File: src/rtl/pcs_pkg.sv
// Shared widths, XGMII characters and 64b/66b block codes for one 10GBASE-R lane
package pcs_pkg;

  // ----------------------------------------------------------
  // Widths
  // ----------------------------------------------------------
  localparam int data_width = 64;
  localparam int ctrl_width = 8;
  localparam int hdr_width  = 2;
  localparam int scr_width  = 58;

  // Sync header values, 2'b00 and 2'b11 are invalid
  localparam logic [hdr_width-1:0] hdr_data = 2'b10;
  localparam logic [hdr_width-1:0] hdr_ctrl = 2'b01;

  // XGMII control characters
  localparam logic [7:0] xgmii_idle  = 8'h07;
  localparam logic [7:0] xgmii_start = 8'hfb;
  localparam logic [7:0] xgmii_term  = 8'hfd;
  localparam logic [7:0] xgmii_error = 8'hfe;

  // 7-bit control codes inside control blocks
  localparam logic [6:0] ctrl_idle  = 7'h00;
  localparam logic [6:0] ctrl_error = 7'h1e;

  typedef enum logic [7:0] {
    bt_ctrl   = 8'h1e,
    bt_start0 = 8'h78,
    bt_term0  = 8'h87,
    bt_term1  = 8'h99,
    bt_term2  = 8'haa,
    bt_term3  = 8'hb4,
    bt_term4  = 8'hcc,
    bt_term5  = 8'hd2,
    bt_term6  = 8'he1,
    bt_term7  = 8'hff
  } block_type_e;

  typedef enum logic {
    lock_search,
    lock_held
  } lock_state_e;

  localparam logic [scr_width-1:0] scr_seed = {scr_width{1'b1}};

  // Block lock defaults
  localparam int lock_good_count = 64;
  localparam int lock_window     = 64;
  localparam int lock_bad_limit  = 16;

  // Terminate block type for the lane that carries the terminate character
  function automatic block_type_e term_type(input int lane);
    case (lane)
      0:       return bt_term0;
      1:       return bt_term1;
      2:       return bt_term2;
      3:       return bt_term3;
      4:       return bt_term4;
      5:       return bt_term5;
      6:       return bt_term6;
      default: return bt_term7;
    endcase
  endfunction

endpackage
File: src/rtl/pcs_lane_top.sv
// One 10GBASE-R PCS lane with transmit and receive paths on a single clock
`timescale 1ns/1ns

module pcs_lane_top
  import pcs_pkg::*;
#(
  parameter int lock_good_count = pcs_pkg::lock_good_count,
  parameter int lock_window     = pcs_pkg::lock_window,
  parameter int lock_bad_limit  = pcs_pkg::lock_bad_limit
) (
  input  logic                  gt_rxusrclk,
  input  logic                  gt_tx_reset,
  input  logic [data_width-1:0] xgmii_txd,
  input  logic [ctrl_width-1:0] xgmii_txc,
  output logic [data_width-1:0] serdes_tx_data,
  output logic [hdr_width-1:0]  serdes_tx_hdr,
  input  logic [data_width-1:0] serdes_rx_data,
  input  logic [hdr_width-1:0]  serdes_rx_hdr,
  output logic                  serdes_rx_bitslip,
  output logic                  rx_block_lock,
  output logic [data_width-1:0] xgmii_rxd,
  output logic [ctrl_width-1:0] xgmii_rxc
);

  logic [hdr_width-1:0]  enc_hdr;
  logic [data_width-1:0] enc_data;
  logic [hdr_width-1:0]  dec_hdr;
  logic [data_width-1:0] dec_data;

  // ----------------------------------------------------------
  // Transmit path
  // ----------------------------------------------------------
  pcs_tx_encoder u_tx_encoder (
    .gt_rxusrclk (gt_rxusrclk),
    .gt_tx_reset (gt_tx_reset),
    .xgmii_txd   (xgmii_txd),
    .xgmii_txc   (xgmii_txc),
    .enc_hdr     (enc_hdr),
    .enc_data    (enc_data)
  );

  pcs_scrambler #(
    .DESCRAMBLE (1'b0)
  ) u_scrambler (
    .gt_rxusrclk (gt_rxusrclk),
    .gt_tx_reset (gt_tx_reset),
    .in_hdr      (enc_hdr),
    .in_data     (enc_data),
    .out_hdr     (serdes_tx_hdr),
    .out_data    (serdes_tx_data)
  );

  // ----------------------------------------------------------
  // Receive path
  // ----------------------------------------------------------
  pcs_block_lock #(
    .lock_good_count (lock_good_count),
    .lock_window     (lock_window),
    .lock_bad_limit  (lock_bad_limit)
  ) u_block_lock (
    .gt_rxusrclk       (gt_rxusrclk),
    .gt_tx_reset       (gt_tx_reset),
    .serdes_rx_hdr     (serdes_rx_hdr),
    .rx_block_lock     (rx_block_lock),
    .serdes_rx_bitslip (serdes_rx_bitslip)
  );

  pcs_scrambler #(
    .DESCRAMBLE (1'b1)
  ) u_descrambler (
    .gt_rxusrclk (gt_rxusrclk),
    .gt_tx_reset (gt_tx_reset),
    .in_hdr      (serdes_rx_hdr),
    .in_data     (serdes_rx_data),
    .out_hdr     (dec_hdr),
    .out_data    (dec_data)
  );

  pcs_rx_decoder u_rx_decoder (
    .gt_rxusrclk   (gt_rxusrclk),
    .gt_tx_reset   (gt_tx_reset),
    .dec_hdr       (dec_hdr),
    .dec_data      (dec_data),
    .rx_block_lock (rx_block_lock),
    .xgmii_rxd     (xgmii_rxd),
    .xgmii_rxc     (xgmii_rxc)
  );

endmodule

File: src/rtl/pcs_rx_decoder.sv
// Receive decoder that turns a descrambled 66-bit block back into an XGMII word
`timescale 1ns/1ns

module pcs_rx_decoder
  import pcs_pkg::*;
(
  input  logic                  gt_rxusrclk,
  input  logic                  gt_tx_reset,
  input  logic [hdr_width-1:0]  dec_hdr,
  input  logic [data_width-1:0] dec_data,
  input  logic                  rx_block_lock,
  output logic [data_width-1:0] xgmii_rxd,
  output logic [ctrl_width-1:0] xgmii_rxc
);

  block_type_e           blk_type;
  logic [data_width-1:0] rxd_next;
  logic [ctrl_width-1:0] rxc_next;

  assign blk_type = block_type_e'(dec_data[7:0]);

  // ----------------------------------------------------------
  // Block to XGMII mapping
  // ----------------------------------------------------------
  always_comb begin
    // Error word unless the block is recognised under lock
    rxd_next = {ctrl_width{xgmii_error}};
    rxc_next = '1;
    if (rx_block_lock && dec_hdr == hdr_data) begin
      rxd_next = dec_data;
      rxc_next = '0;
    end else if (rx_block_lock && dec_hdr == hdr_ctrl) begin
      case (blk_type)
        bt_ctrl: begin
          for (int j = 0; j < ctrl_width; j++) begin
            rxd_next[8*j +: 8] = (dec_data[8 + 7*j +: 7] == ctrl_idle) ?
                                 xgmii_idle : xgmii_error;
          end
        end

        bt_start0: begin
          rxd_next = {dec_data[data_width-1:8], xgmii_start};
          rxc_next = 8'h01;
        end

        default: begin
          // Terminate types, anything left unmatched stays an error word
          for (int k = 0; k < ctrl_width; k++) begin
            if (dec_data[7:0] == term_type(k)) begin
              rxc_next = {ctrl_width{1'b1}} << k;
              for (int j = 0; j < ctrl_width; j++) begin
                if (j < k) begin
                  rxd_next[8*j +: 8] = dec_data[8 + 8*j +: 8];
                end else if (j == k) begin
                  rxd_next[8*j +: 8] = xgmii_term;
                end else begin
                  rxd_next[8*j +: 8] = (dec_data[8 + 7*j +: 7] == ctrl_idle) ?
                                       xgmii_idle : xgmii_error;
                end
              end
            end
          end
        end
      endcase
    end
  end

  // ----------------------------------------------------------
  // Output register
  // ----------------------------------------------------------
  always_ff @(posedge gt_rxusrclk or posedge gt_tx_reset) begin
    if (gt_tx_reset) begin
      xgmii_rxd <= {ctrl_width{xgmii_error}};
      xgmii_rxc <= '1;
    end else begin
      xgmii_rxd <= rxd_next;
      xgmii_rxc <= rxc_next;
    end
  end

endmodule

File: src/rtl/pcs_block_lock.sv
// Block lock FSM on receive sync headers with bitslip request while searching
`timescale 1ns/1ns

module pcs_block_lock
  import pcs_pkg::*;
#(
  parameter int lock_good_count = pcs_pkg::lock_good_count,
  parameter int lock_window     = pcs_pkg::lock_window,
  parameter int lock_bad_limit  = pcs_pkg::lock_bad_limit
) (
  input  logic                 gt_rxusrclk,
  input  logic                 gt_tx_reset,
  input  logic [hdr_width-1:0] serdes_rx_hdr,
  output logic                 rx_block_lock,
  output logic                 serdes_rx_bitslip
);

  // One counter serves both states: good headers in search, window position when held
  localparam int cnt_max = (lock_good_count > lock_window) ? lock_good_count : lock_window;
  localparam int cnt_w   = $clog2(cnt_max + 1);
  localparam int bad_w   = $clog2(lock_bad_limit + 1);

  lock_state_e      state;
  logic [cnt_w-1:0] hdr_cnt;
  logic [bad_w-1:0] bad_cnt;
  logic             hdr_valid;

  assign hdr_valid     = (serdes_rx_hdr == hdr_data) || (serdes_rx_hdr == hdr_ctrl);
  assign rx_block_lock = (state == lock_held);

  always_ff @(posedge gt_rxusrclk or posedge gt_tx_reset) begin
    if (gt_tx_reset) begin
      state             <= lock_search;
      hdr_cnt           <= '0;
      bad_cnt           <= '0;
      serdes_rx_bitslip <= 1'b0;
    end else begin
      serdes_rx_bitslip <= 1'b0;
      case (state)
        lock_search: begin
          if (!hdr_valid) begin
            hdr_cnt <= '0;
            // The header right after a slip still has the old alignment
            serdes_rx_bitslip <= !serdes_rx_bitslip;
          end else if (hdr_cnt == cnt_w'(lock_good_count - 1)) begin
            state   <= lock_held;
            hdr_cnt <= '0;
            bad_cnt <= '0;
          end else begin
            hdr_cnt <= hdr_cnt + 1'b1;
          end
        end

        lock_held: begin
          if (!hdr_valid && bad_cnt == bad_w'(lock_bad_limit - 1)) begin
            state   <= lock_search;
            hdr_cnt <= '0;
            bad_cnt <= '0;
          end else if (hdr_cnt == cnt_w'(lock_window - 1)) begin
            // Window ends below the limit, start over
            hdr_cnt <= '0;
            bad_cnt <= '0;
          end else begin
            hdr_cnt <= hdr_cnt + 1'b1;
            bad_cnt <= bad_cnt + bad_w'(!hdr_valid);
          end
        end

        default: begin
          state <= lock_search;
        end
      endcase
    end
  end

endmodule

File: src/rtl/pcs_scrambler.sv
// Self-synchronous 1 + x^39 + x^58 scrambler or descrambler on 64-bit payloads
`timescale 1ns/1ns

module pcs_scrambler
  import pcs_pkg::*;
#(
  parameter bit DESCRAMBLE = 1'b0
) (
  input  logic                  gt_rxusrclk,
  input  logic                  gt_tx_reset,
  input  logic [hdr_width-1:0]  in_hdr,
  input  logic [data_width-1:0] in_data,
  output logic [hdr_width-1:0]  out_hdr,
  output logic [data_width-1:0] out_data
);

  logic [scr_width-1:0]  state;
  logic [scr_width-1:0]  state_next;
  logic [data_width-1:0] data_next;

  // Bit 0 goes first, state[0] holds the most recent line bit
  always_comb begin
    state_next = state;
    for (int i = 0; i < data_width; i++) begin
      data_next[i] = in_data[i] ^ state_next[38] ^ state_next[57];
      // Line bits feed the state: own output when scrambling, received bit when descrambling
      state_next   = {state_next[scr_width-2:0], DESCRAMBLE ? in_data[i] : data_next[i]};
    end
  end

  always_ff @(posedge gt_rxusrclk or posedge gt_tx_reset) begin
    if (gt_tx_reset) begin
      state    <= scr_seed;
      out_hdr  <= '0;
      out_data <= '0;
    end else begin
      state    <= state_next;
      out_hdr  <= in_hdr;
      out_data <= data_next;
    end
  end

endmodule

File: src/rtl/pcs_tx_encoder.sv
// Transmit encoder that turns one XGMII word into a 66-bit block per cycle
`timescale 1ns/1ns

module pcs_tx_encoder
  import pcs_pkg::*;
(
  input  logic                  gt_rxusrclk,
  input  logic                  gt_tx_reset,
  input  logic [data_width-1:0] xgmii_txd,
  input  logic [ctrl_width-1:0] xgmii_txc,
  output logic [hdr_width-1:0]  enc_hdr,
  output logic [data_width-1:0] enc_data
);

  logic [hdr_width-1:0]  blk_hdr;
  logic [data_width-1:0] blk_data;
  logic                  is_idle;
  logic                  is_start;

  // True when lane k holds the terminate with data before it and idles after it
  function automatic logic term_at(
    input logic [data_width-1:0] d,
    input logic [ctrl_width-1:0] c,
    input int                    k
  );
    logic ok;
    ok = (c == ({ctrl_width{1'b1}} << k)) && (d[8*k +: 8] == xgmii_term);
    for (int j = k + 1; j < ctrl_width; j++) begin
      ok &= (d[8*j +: 8] == xgmii_idle);
    end
    return ok;
  endfunction

  // ----------------------------------------------------------
  // Word classification
  // ----------------------------------------------------------
  assign is_idle  = (xgmii_txc == '1) && (xgmii_txd == {ctrl_width{xgmii_idle}});
  assign is_start = (xgmii_txc == 8'h01) && (xgmii_txd[7:0] == xgmii_start);

  always_comb begin
    blk_hdr  = hdr_ctrl;
    blk_data = '0;
    if (xgmii_txc == '0) begin
      blk_hdr  = hdr_data;
      blk_data = xgmii_txd;
    end else if (is_idle) begin
      blk_data = {{ctrl_width{ctrl_idle}}, bt_ctrl};
    end else if (is_start) begin
      // Lane 0 start is implied by the block type
      blk_data = {xgmii_txd[data_width-1:8], bt_start0};
    end else begin
      // Default to an error block unless a terminate pattern matches
      blk_data = {{ctrl_width{ctrl_error}}, bt_ctrl};
      for (int k = 0; k < ctrl_width; k++) begin
        if (term_at(xgmii_txd, xgmii_txc, k)) begin
          blk_data      = '0;
          blk_data[7:0] = term_type(k);
          for (int j = 0; j < ctrl_width; j++) begin
            if (j < k) begin
              blk_data[8 + 8*j +: 8] = xgmii_txd[8*j +: 8];
            end else if (j > k) begin
              // Codes after the terminate sit at the same offsets as in a control block
              blk_data[8 + 7*j +: 7] = ctrl_idle;
            end
          end
        end
      end
    end
  end

  // ----------------------------------------------------------
  // Output register
  // ----------------------------------------------------------
  always_ff @(posedge gt_rxusrclk or posedge gt_tx_reset) begin
    if (gt_tx_reset) begin
      enc_hdr  <= '0;
      enc_data <= '0;
    end else begin
      enc_hdr  <= blk_hdr;
      enc_data <= blk_data;
    end
  end

endmodule

File: config.mk
export PLATFORM = sky130hd
export DESIGN_NAME = pcs_lane_top
export DESIGN_NICKNAME = d
export VERILOG_FILES = /design/src/rtl/pcs_pkg.sv /design/src/rtl/pcs_lane_top.sv /design/src/rtl/pcs_rx_decoder.sv /design/src/rtl/pcs_block_lock.sv /design/src/rtl/pcs_scrambler.sv /design/src/rtl/pcs_tx_encoder.sv
export SDC_FILE = /design/constraint.sdc
export NUM_CORES = 1
export LEC_CHECK = 0
export BUFFER_PORTS_ARGS = -buffer_cell sky130_fd_sc_hd__buf_2
export CAP_MARGIN = 40
export CORE_MARGIN = 2
export CORE_UTILIZATION = 50
export DETAILED_ROUTE_END_ITERATION = 8
export HOLD_SLACK_MARGIN = 0.1
export PLACE_DENSITY = 0.7
export RECOVER_POWER = 25
export SYNTH_ARGS = -nofsm -noshare
export SYNTH_HDL_FRONTEND = slang
export SYNTH_SLANG_ARGS = --single-unit
File: constraint.sdc
create_clock -name gt_rxusrclk -period 14.15 [get_ports gt_rxusrclk]
set_clock_uncertainty 0.1 [all_clocks]
set_input_delay 0.7075 -clock gt_rxusrclk [delete_from_list [all_inputs] [get_ports gt_rxusrclk]]
set_output_delay 0.7075 -clock gt_rxusrclk [all_outputs]
set_load 0.01 [all_outputs]
==> results of run 1 <==
synth_stat cells, types with 7 or more instances:
library cell	number
nor4_1	21
nand2b_1	10
xnor2_1	245
nor3_1	17
dfrtp_1	220
o21ai_0	79
nand4_1	10
o211ai_1	10
nand4b_1	7
nor2_1	75
a22oi_1	9
a22o_1	32
a21oi_2	10
a21o_1	7
dfstp_2	180
xor2_1	17
a21oi_1	56
inv_1	11
clkbuf_1	29
nand3_1	34
nor4bb_1	9
o21a_1	9
nand2_1	86
or4_1	10
layout make-up:
class | count | share of cell area, %
sequential | 400 | 52.42
clock inverter | 13 | 0.7305
multi-input combinational | 864 | 30.45
inverter | 11 | 0.2179
tap | 442 | 2.832
timing repair buffer | 287 | 7.260
clock buffer | 60 | 6.081
antenna | 1 | 0.01282
critical path: stages:
cell and delay, ps:
buf_2 100, clkinvlp_2 1580, clkbuf_1 3200
per-stage QoR:
step	area, um^2	instances	utilization [%]
final	19530	2078	60.32
after global routing	19520	2077	60.31
after CTS	19640	2077	60.66
after detailed placement	18310	2004	56.55
after global placement	18220	2000	56.29
after floorplan	16380	1310	-
registers in the layout (all words and copies together), names as in the netlist, 2 cells and up:
name,count
u_descrambler.state,58
u_descrambler.out_data,64
u_tx_encoder.enc_hdr,2
u_scrambler.state,58
u_descrambler.out_hdr,2
u_block_lock.hdr_cnt,7
u_rx_decoder.xgmii_rxd,64
u_rx_decoder.xgmii_rxc,8
u_scrambler.out_data,64
u_tx_encoder.enc_data,64
u_scrambler.out_hdr,2
u_block_lock.bad_cnt,5
cell families after synthesis:
kind of cell | count (synthesis) | share of synthesized area [%]
buf+inv | 46 | 1.275
xor+xnor | 262 | 14.01
fa+ha+maj | 3 | 0.2291
simple gates | 325 | 10.50
flops | 400 | 62.47
compound gates | 274 | 11.52
how the worst max path moves through the flow:
| stage | endpoint | depth (start not counted) | slack (ps) | from |
|---|---|---|---|---|
| floorplan | u_block_lock.bad_cnt[0] | 1 | 2520 | gt_tx_reset |
| global placement | u_tx_encoder.enc_data[31] | 7 | 10510 | xgmii_txd[51] |
| detailed placement | u_tx_encoder.enc_data[31] | 7 | 10530 | xgmii_txd[51] |
| CTS | u_tx_encoder.enc_data[61] | 7 | 11100 | xgmii_txc[0] |
| global route | u_rx_decoder.xgmii_rxd[56] | 3 | 6600 | gt_tx_reset |
| finish | u_rx_decoder.xgmii_rxd[48] | 3 | 7990 | gt_tx_reset |
power by group through the flow:
stage | combinational (W) | sequential (W) | clock (W)
global placement | 0.000794 | 0.00166 | 0
detailed placement | 0.000803 | 0.00166 | 0
CTS | 0.000815 | 0.00165 | 0.00107
global route | 0.000863 | 0.00166 | 0.00112
finish | 0.000803 | 0.00164 | 0.00106
floorplan | 0.000444 | 0.00164 | 0
per-layer routing:
| layer | track usage (%) | up-vias |
|---|---|---|
| li1 | - | 5168 |
| met1 | 41.21 | 5945 |
| met2 | 44.45 | 599 |
| met3 | 6.213 | 109 |
| met4 | 8.032 | 4 |
| met5 | 0 | - |
==> out/qor.txt, run 1 <==
outcome: finished with violations
failing checks: max-capacitance violations, max-slew violations
fin nets: 1,747
via/cell ratio: 5.691
Async S/R FF share, synth: 100.0%
core area: 32,370 um^2
WHS Path Cells: 1
Mapped Nets: 1,453
GRT Resource Usage Total: 28.75%
critical path class: input port to async pin
Top FF cell, synth: dfrtp_1
die span in x: 185.0 um
Rows: 66
sw power: 0.001093 W
FF+latch area: 10,230 um^2
top-area cell type share of the netlist area: 33.60%
CP Data Arrival Time: 5660 ps
top sig layer: met5
Mapped Cells: 1,310
Port Buffers: 279
CTS resizes: 0
FILL cells: 2,684
Required @ worst endpoint: 13,650 ps
Worst Hold Endpoint: u_descrambler.state[1]
achievable frequency: 162.4 MHz
share of cells above drive strength 1: 27.65%
Post-Place Worst Slack: 10,530 ps
reg2reg end: u_rx_decoder.xgmii_rxd[22]
Synthesis Warnings: 0
R2R cell count: 6
Final Hold Fails: 0
HPWL after detailed placement: 37,060 um
worst hold path class: input port to flip-flop
Flop pwr share: 46.9%
Clock Tree Buf Depth: 3
die area: 34,230 um^2
Synth area leaders: dfrtp_1, dfstp_2, xnor2_1
setup TNS: 0 ps
Pwr Total: 0.003501 W
syn_area_per_cell: 12.51 um^2
most common cell after layout, fill and taps aside: xnor2_1
WL met3: 4069 um
clock-pin slew on the worst setup and hold paths: 60 ps
Initial DRC Count: 1,258
Final Setup Violations: 0
Post-synth EDFFs: 0
CTS tree: done
worst-margin pin slew: 4405 ps
Max FO, Critical Path: 90
Root Driver: clkbuf_16
total of max-cap violations: 2
initial antenna violation count: 3
Worst setup SP type: input port
router iterations before antenna repair: 7
crit share post-route: 43.52%
post-CTS setup repair buffer count: 0
Ports: 280
CP Capture Type: async pin
Pleak: 7.680 nW
post-synth cell types: 76
Pint: 0.002408 W
WL met1: 21,210 um
reg2reg setup slack: 10,950 ps
Relative slew margins: -193.7%
reg-to-reg startpoint: u_descrambler.out_data[2]
RSZ-0062 raised after global routing: no
clock share of power: 30.2%
Post-route DRC: 0
hold wc startpoint: serdes_rx_data[62]
Sw Ratio: 31.21%
min cycle time layout: 6159 ps
CTS buffer count: 40
VDD IR max: 0.1218 mV
most frequent cells in the layout: xnor2_1, dfrtp_1, buf_2
vias in the first global route: 11.72k
Seq/Total Area, Yosys: 62.47%
grt ovf: 0
mapped cell area: 16,380 um^2
gpl congestion: 0.9965
worst hold margin: 194.6 ps
met2 WL: 22,090 um
wire length per cell: 23.49 um
later-pin clock latency in the skew report: 540 ps
worst setup slack after layout: 7991 ps
Die H: 185.0 um
hold buffers post-CTS: 0
Area Overhead vs Synth: 19.18%
Starting Density: 50.61%
combinational power share: 22.9%
area of the multi-input gates: 5946 um^2
Routed WL: 48,810 um
H-tree Lvls: 2
Yosys top cell by area: dfrtp_1
Pwr Density: 179.3 nW/um^2
largest net degree at the start of global routing: 172
first-pass GRT wire length: 72,710 um
Final ANT Viol Nets: 0
max-slew violations: 153
Yosys reg bits: 400
DR vias: 11.83k
CTS Sinks: 400
No activity file was read; power rests on OpenSTA's default activity.
==> run 2, diff against run 1 <==
==> constraint.sdc (replaced) <==
create_clock -name gt_rxusrclk -period 6.15 [get_ports gt_rxusrclk]
set_clock_uncertainty 0.1 [all_clocks]
set_input_delay 0.3075 -clock gt_rxusrclk [delete_from_list [all_inputs] [get_ports gt_rxusrclk]]
set_output_delay 0.3075 -clock gt_rxusrclk [all_outputs]
set_load 0.01 [all_outputs]
==> out/qor.txt, run 2 (synthesized netlist as in run 1, its figures left out) <==
Root Driver: clkbuf_16
outcome: completed
initial antenna violation count: 1
final std cells w/o fill: 2,233
fin nets: 1,898
H-tree Lvls: 2
wire length per cell: 23.45 um
vias in the first global route: 12.70k
router iterations before antenna repair: 8
post-CTS setup repair buffer count: 0
Required @ worst endpoint: 6460 ps
clock-pin slew on the worst setup and hold paths: 60 ps
crit share post-route: 63.82%
Pleak: 8.313 nW
total of max-cap violations: 0
Placed Instances: 2,007
worst-margin pin slew: 1294 ps
Final ANT Viol Nets: 0
Max FO, Critical Path: 24
worst hold path class: input port to flip-flop
Routed WL: 52,370 um
FF+latch area: 10,230 um^2
reg-to-reg startpoint: u_descrambler.out_data[2]
CTS resizes: 0
CTS buffer count: 42
Worst setup SP type: input port
HPWL after detailed placement: 38,080 um
first-pass GRT wire length: 77,870 um
share of cells above drive strength 1: 24.82%
Starting Density: 50.61%
CP Data Arrival Time: 4240 ps
area of the multi-input gates: 5946 um^2
worst setup slack after layout: 2225 ps
max-slew violations: 0
max incr delay on CP: 600 ps
Rows: 66
CTS Sinks: 400
gpl congestion: 0.9679
CTS tree: done
most frequent cells in the layout: xnor2_1, dfrtp_1, buf_2
Die H: 185.0 um
crit-path cells: dlygate4sd3_1 -> buf_2 -> or4_1 -> or4_4 -> nor3_4 -> nand3_2 -> o21ai_0 -> a21oi_1 -> dlygate4sd3_1
hold buffers post-CTS: 146
core area: 32,370 um^2
Post-route DRC: 0
die area: 34,230 um^2
later-pin clock latency in the skew report: 540 ps
critical path class: input port to flip-flop
achievable frequency: 254.8 MHz
via/cell ratio: 5.604
Final Setup Violations: 0
Ports: 280
most common cell after layout, fill and taps aside: xnor2_1
DR vias: 12.51k
Slowest-stage cell, CP: or4_4
Critical path origin: xgmii_txd[51]
Post-Place Worst Slack: 2898 ps
hold wc startpoint: xgmii_txd[12]
Port Buffers: 279
setup TNS: 0 ps
CP Capture Type: flip-flop
Clock Tree Buf Depth: 3
Initial DRC Count: 1,337
Final Hold Fails: 0
die span in x: 185.0 um
Pwr Density: 386.0 nW/um^2
GRT Resource Usage Total: 30.94%
worst hold margin: 109.9 ps
min cycle time layout: 3925 ps
Most common cell on crit path: dlygate4sd3_1
FILL cells: 2,548
largest net degree at the start of global routing: 182
RSZ-0062 raised after global routing: no
VDD IR max: 0.3341 mV
Relative slew margins: 13.26%
grt ovf: 0
Area Overhead vs Synth: 28.52%
run 2: changes by cell type in the layout (fill, tap and decap cells not counted), moves of 2 or more:
| cell | previous run | this run |
|---|---|---|
| buf_4 | 2 | 8 |
| buf_2 | 216 | 213 |
| dfstp_1 | 45 | 53 |
| clkbuf_1 | 75 | 83 |
| inv_6 | 2 | 0 |
| clkinv_2 | 5 | 3 |
| dfstp_2 | 135 | 127 |
| dlygate4sd3_1 | 0 | 146 |
| clkbuf_16 | 41 | 44 |
run 2: cell type report:
cell class	instances	area share, %
flip-flops and latches	400	48.61
diodes	2	0.02377
inverters	11	0.2020
clock inverters	9	0.4813
clock buffers	69	6.055
multi-input cells	864	28.24
well taps	442	2.627
repair buffers	436	13.76
run 2: report_power, final:
part	total, W	internal (W)	switching (W)	leakage (nW)
combinational	0.00187	0.000793	0.00108	3.22
clock	0.00248	0.00146	0.00102	0.664
sequential	0.00378	0.00336	0.000420	4.43
total	0.00813	0.00561	0.00251	8.31
run 2: path summary, 6_finish.rpt:
path | to | slack (ps) | depth (start not counted)
max in group asynchronous | u_rx_decoder.xgmii_rxd[56] | 3620 | 5
hold / removal | u_tx_encoder.enc_data[12] | 110 | 3
setup / recovery | u_tx_encoder.enc_data[44] | 2220 | 9
hold reg to reg | u_scrambler.out_hdr[0] | 250 | 0
setup reg to reg | u_rx_decoder.xgmii_rxd[26] | 3110 | 5
min in group asynchronous | u_scrambler.out_data[40] | 490 | 3
run 2: per-stage QoR:
| stage | area [um^2] | utilization, % | total power (W) |
|---|---|---|---|
| global placement | 18250 | 56.37 | 0.005615 |
| floorplan | 16390 | - | 0.004791 |
| global route | 21050 | 65.03 | 0.008472 |
| detailed placement | 18300 | 56.52 | 0.005618 |
| CTS | 21140 | 65.29 | 0.008189 |
| finish | 21060 | 65.04 | 0.008127 |
run 2: critical path: cells and delay by family:
family / cells / cell delay, ps
buffers and inverters: 3 / 1330
AO/OA/AOI/OAI: 2 / 340
AND/OR/NAND/NOR: 4 / 2240
run 2: per-layer routing:
metal,up-vias,routed length [um],part of all wire [%],GRT usage (%)
met5,-,12,0.023,0
met2,658,23220,44,46.58
met4,2,1785,3.4,10.73
met1,6245,23170,44,44.97
met3,135,4182,8.0,6.115
li1,5474,-,-,-
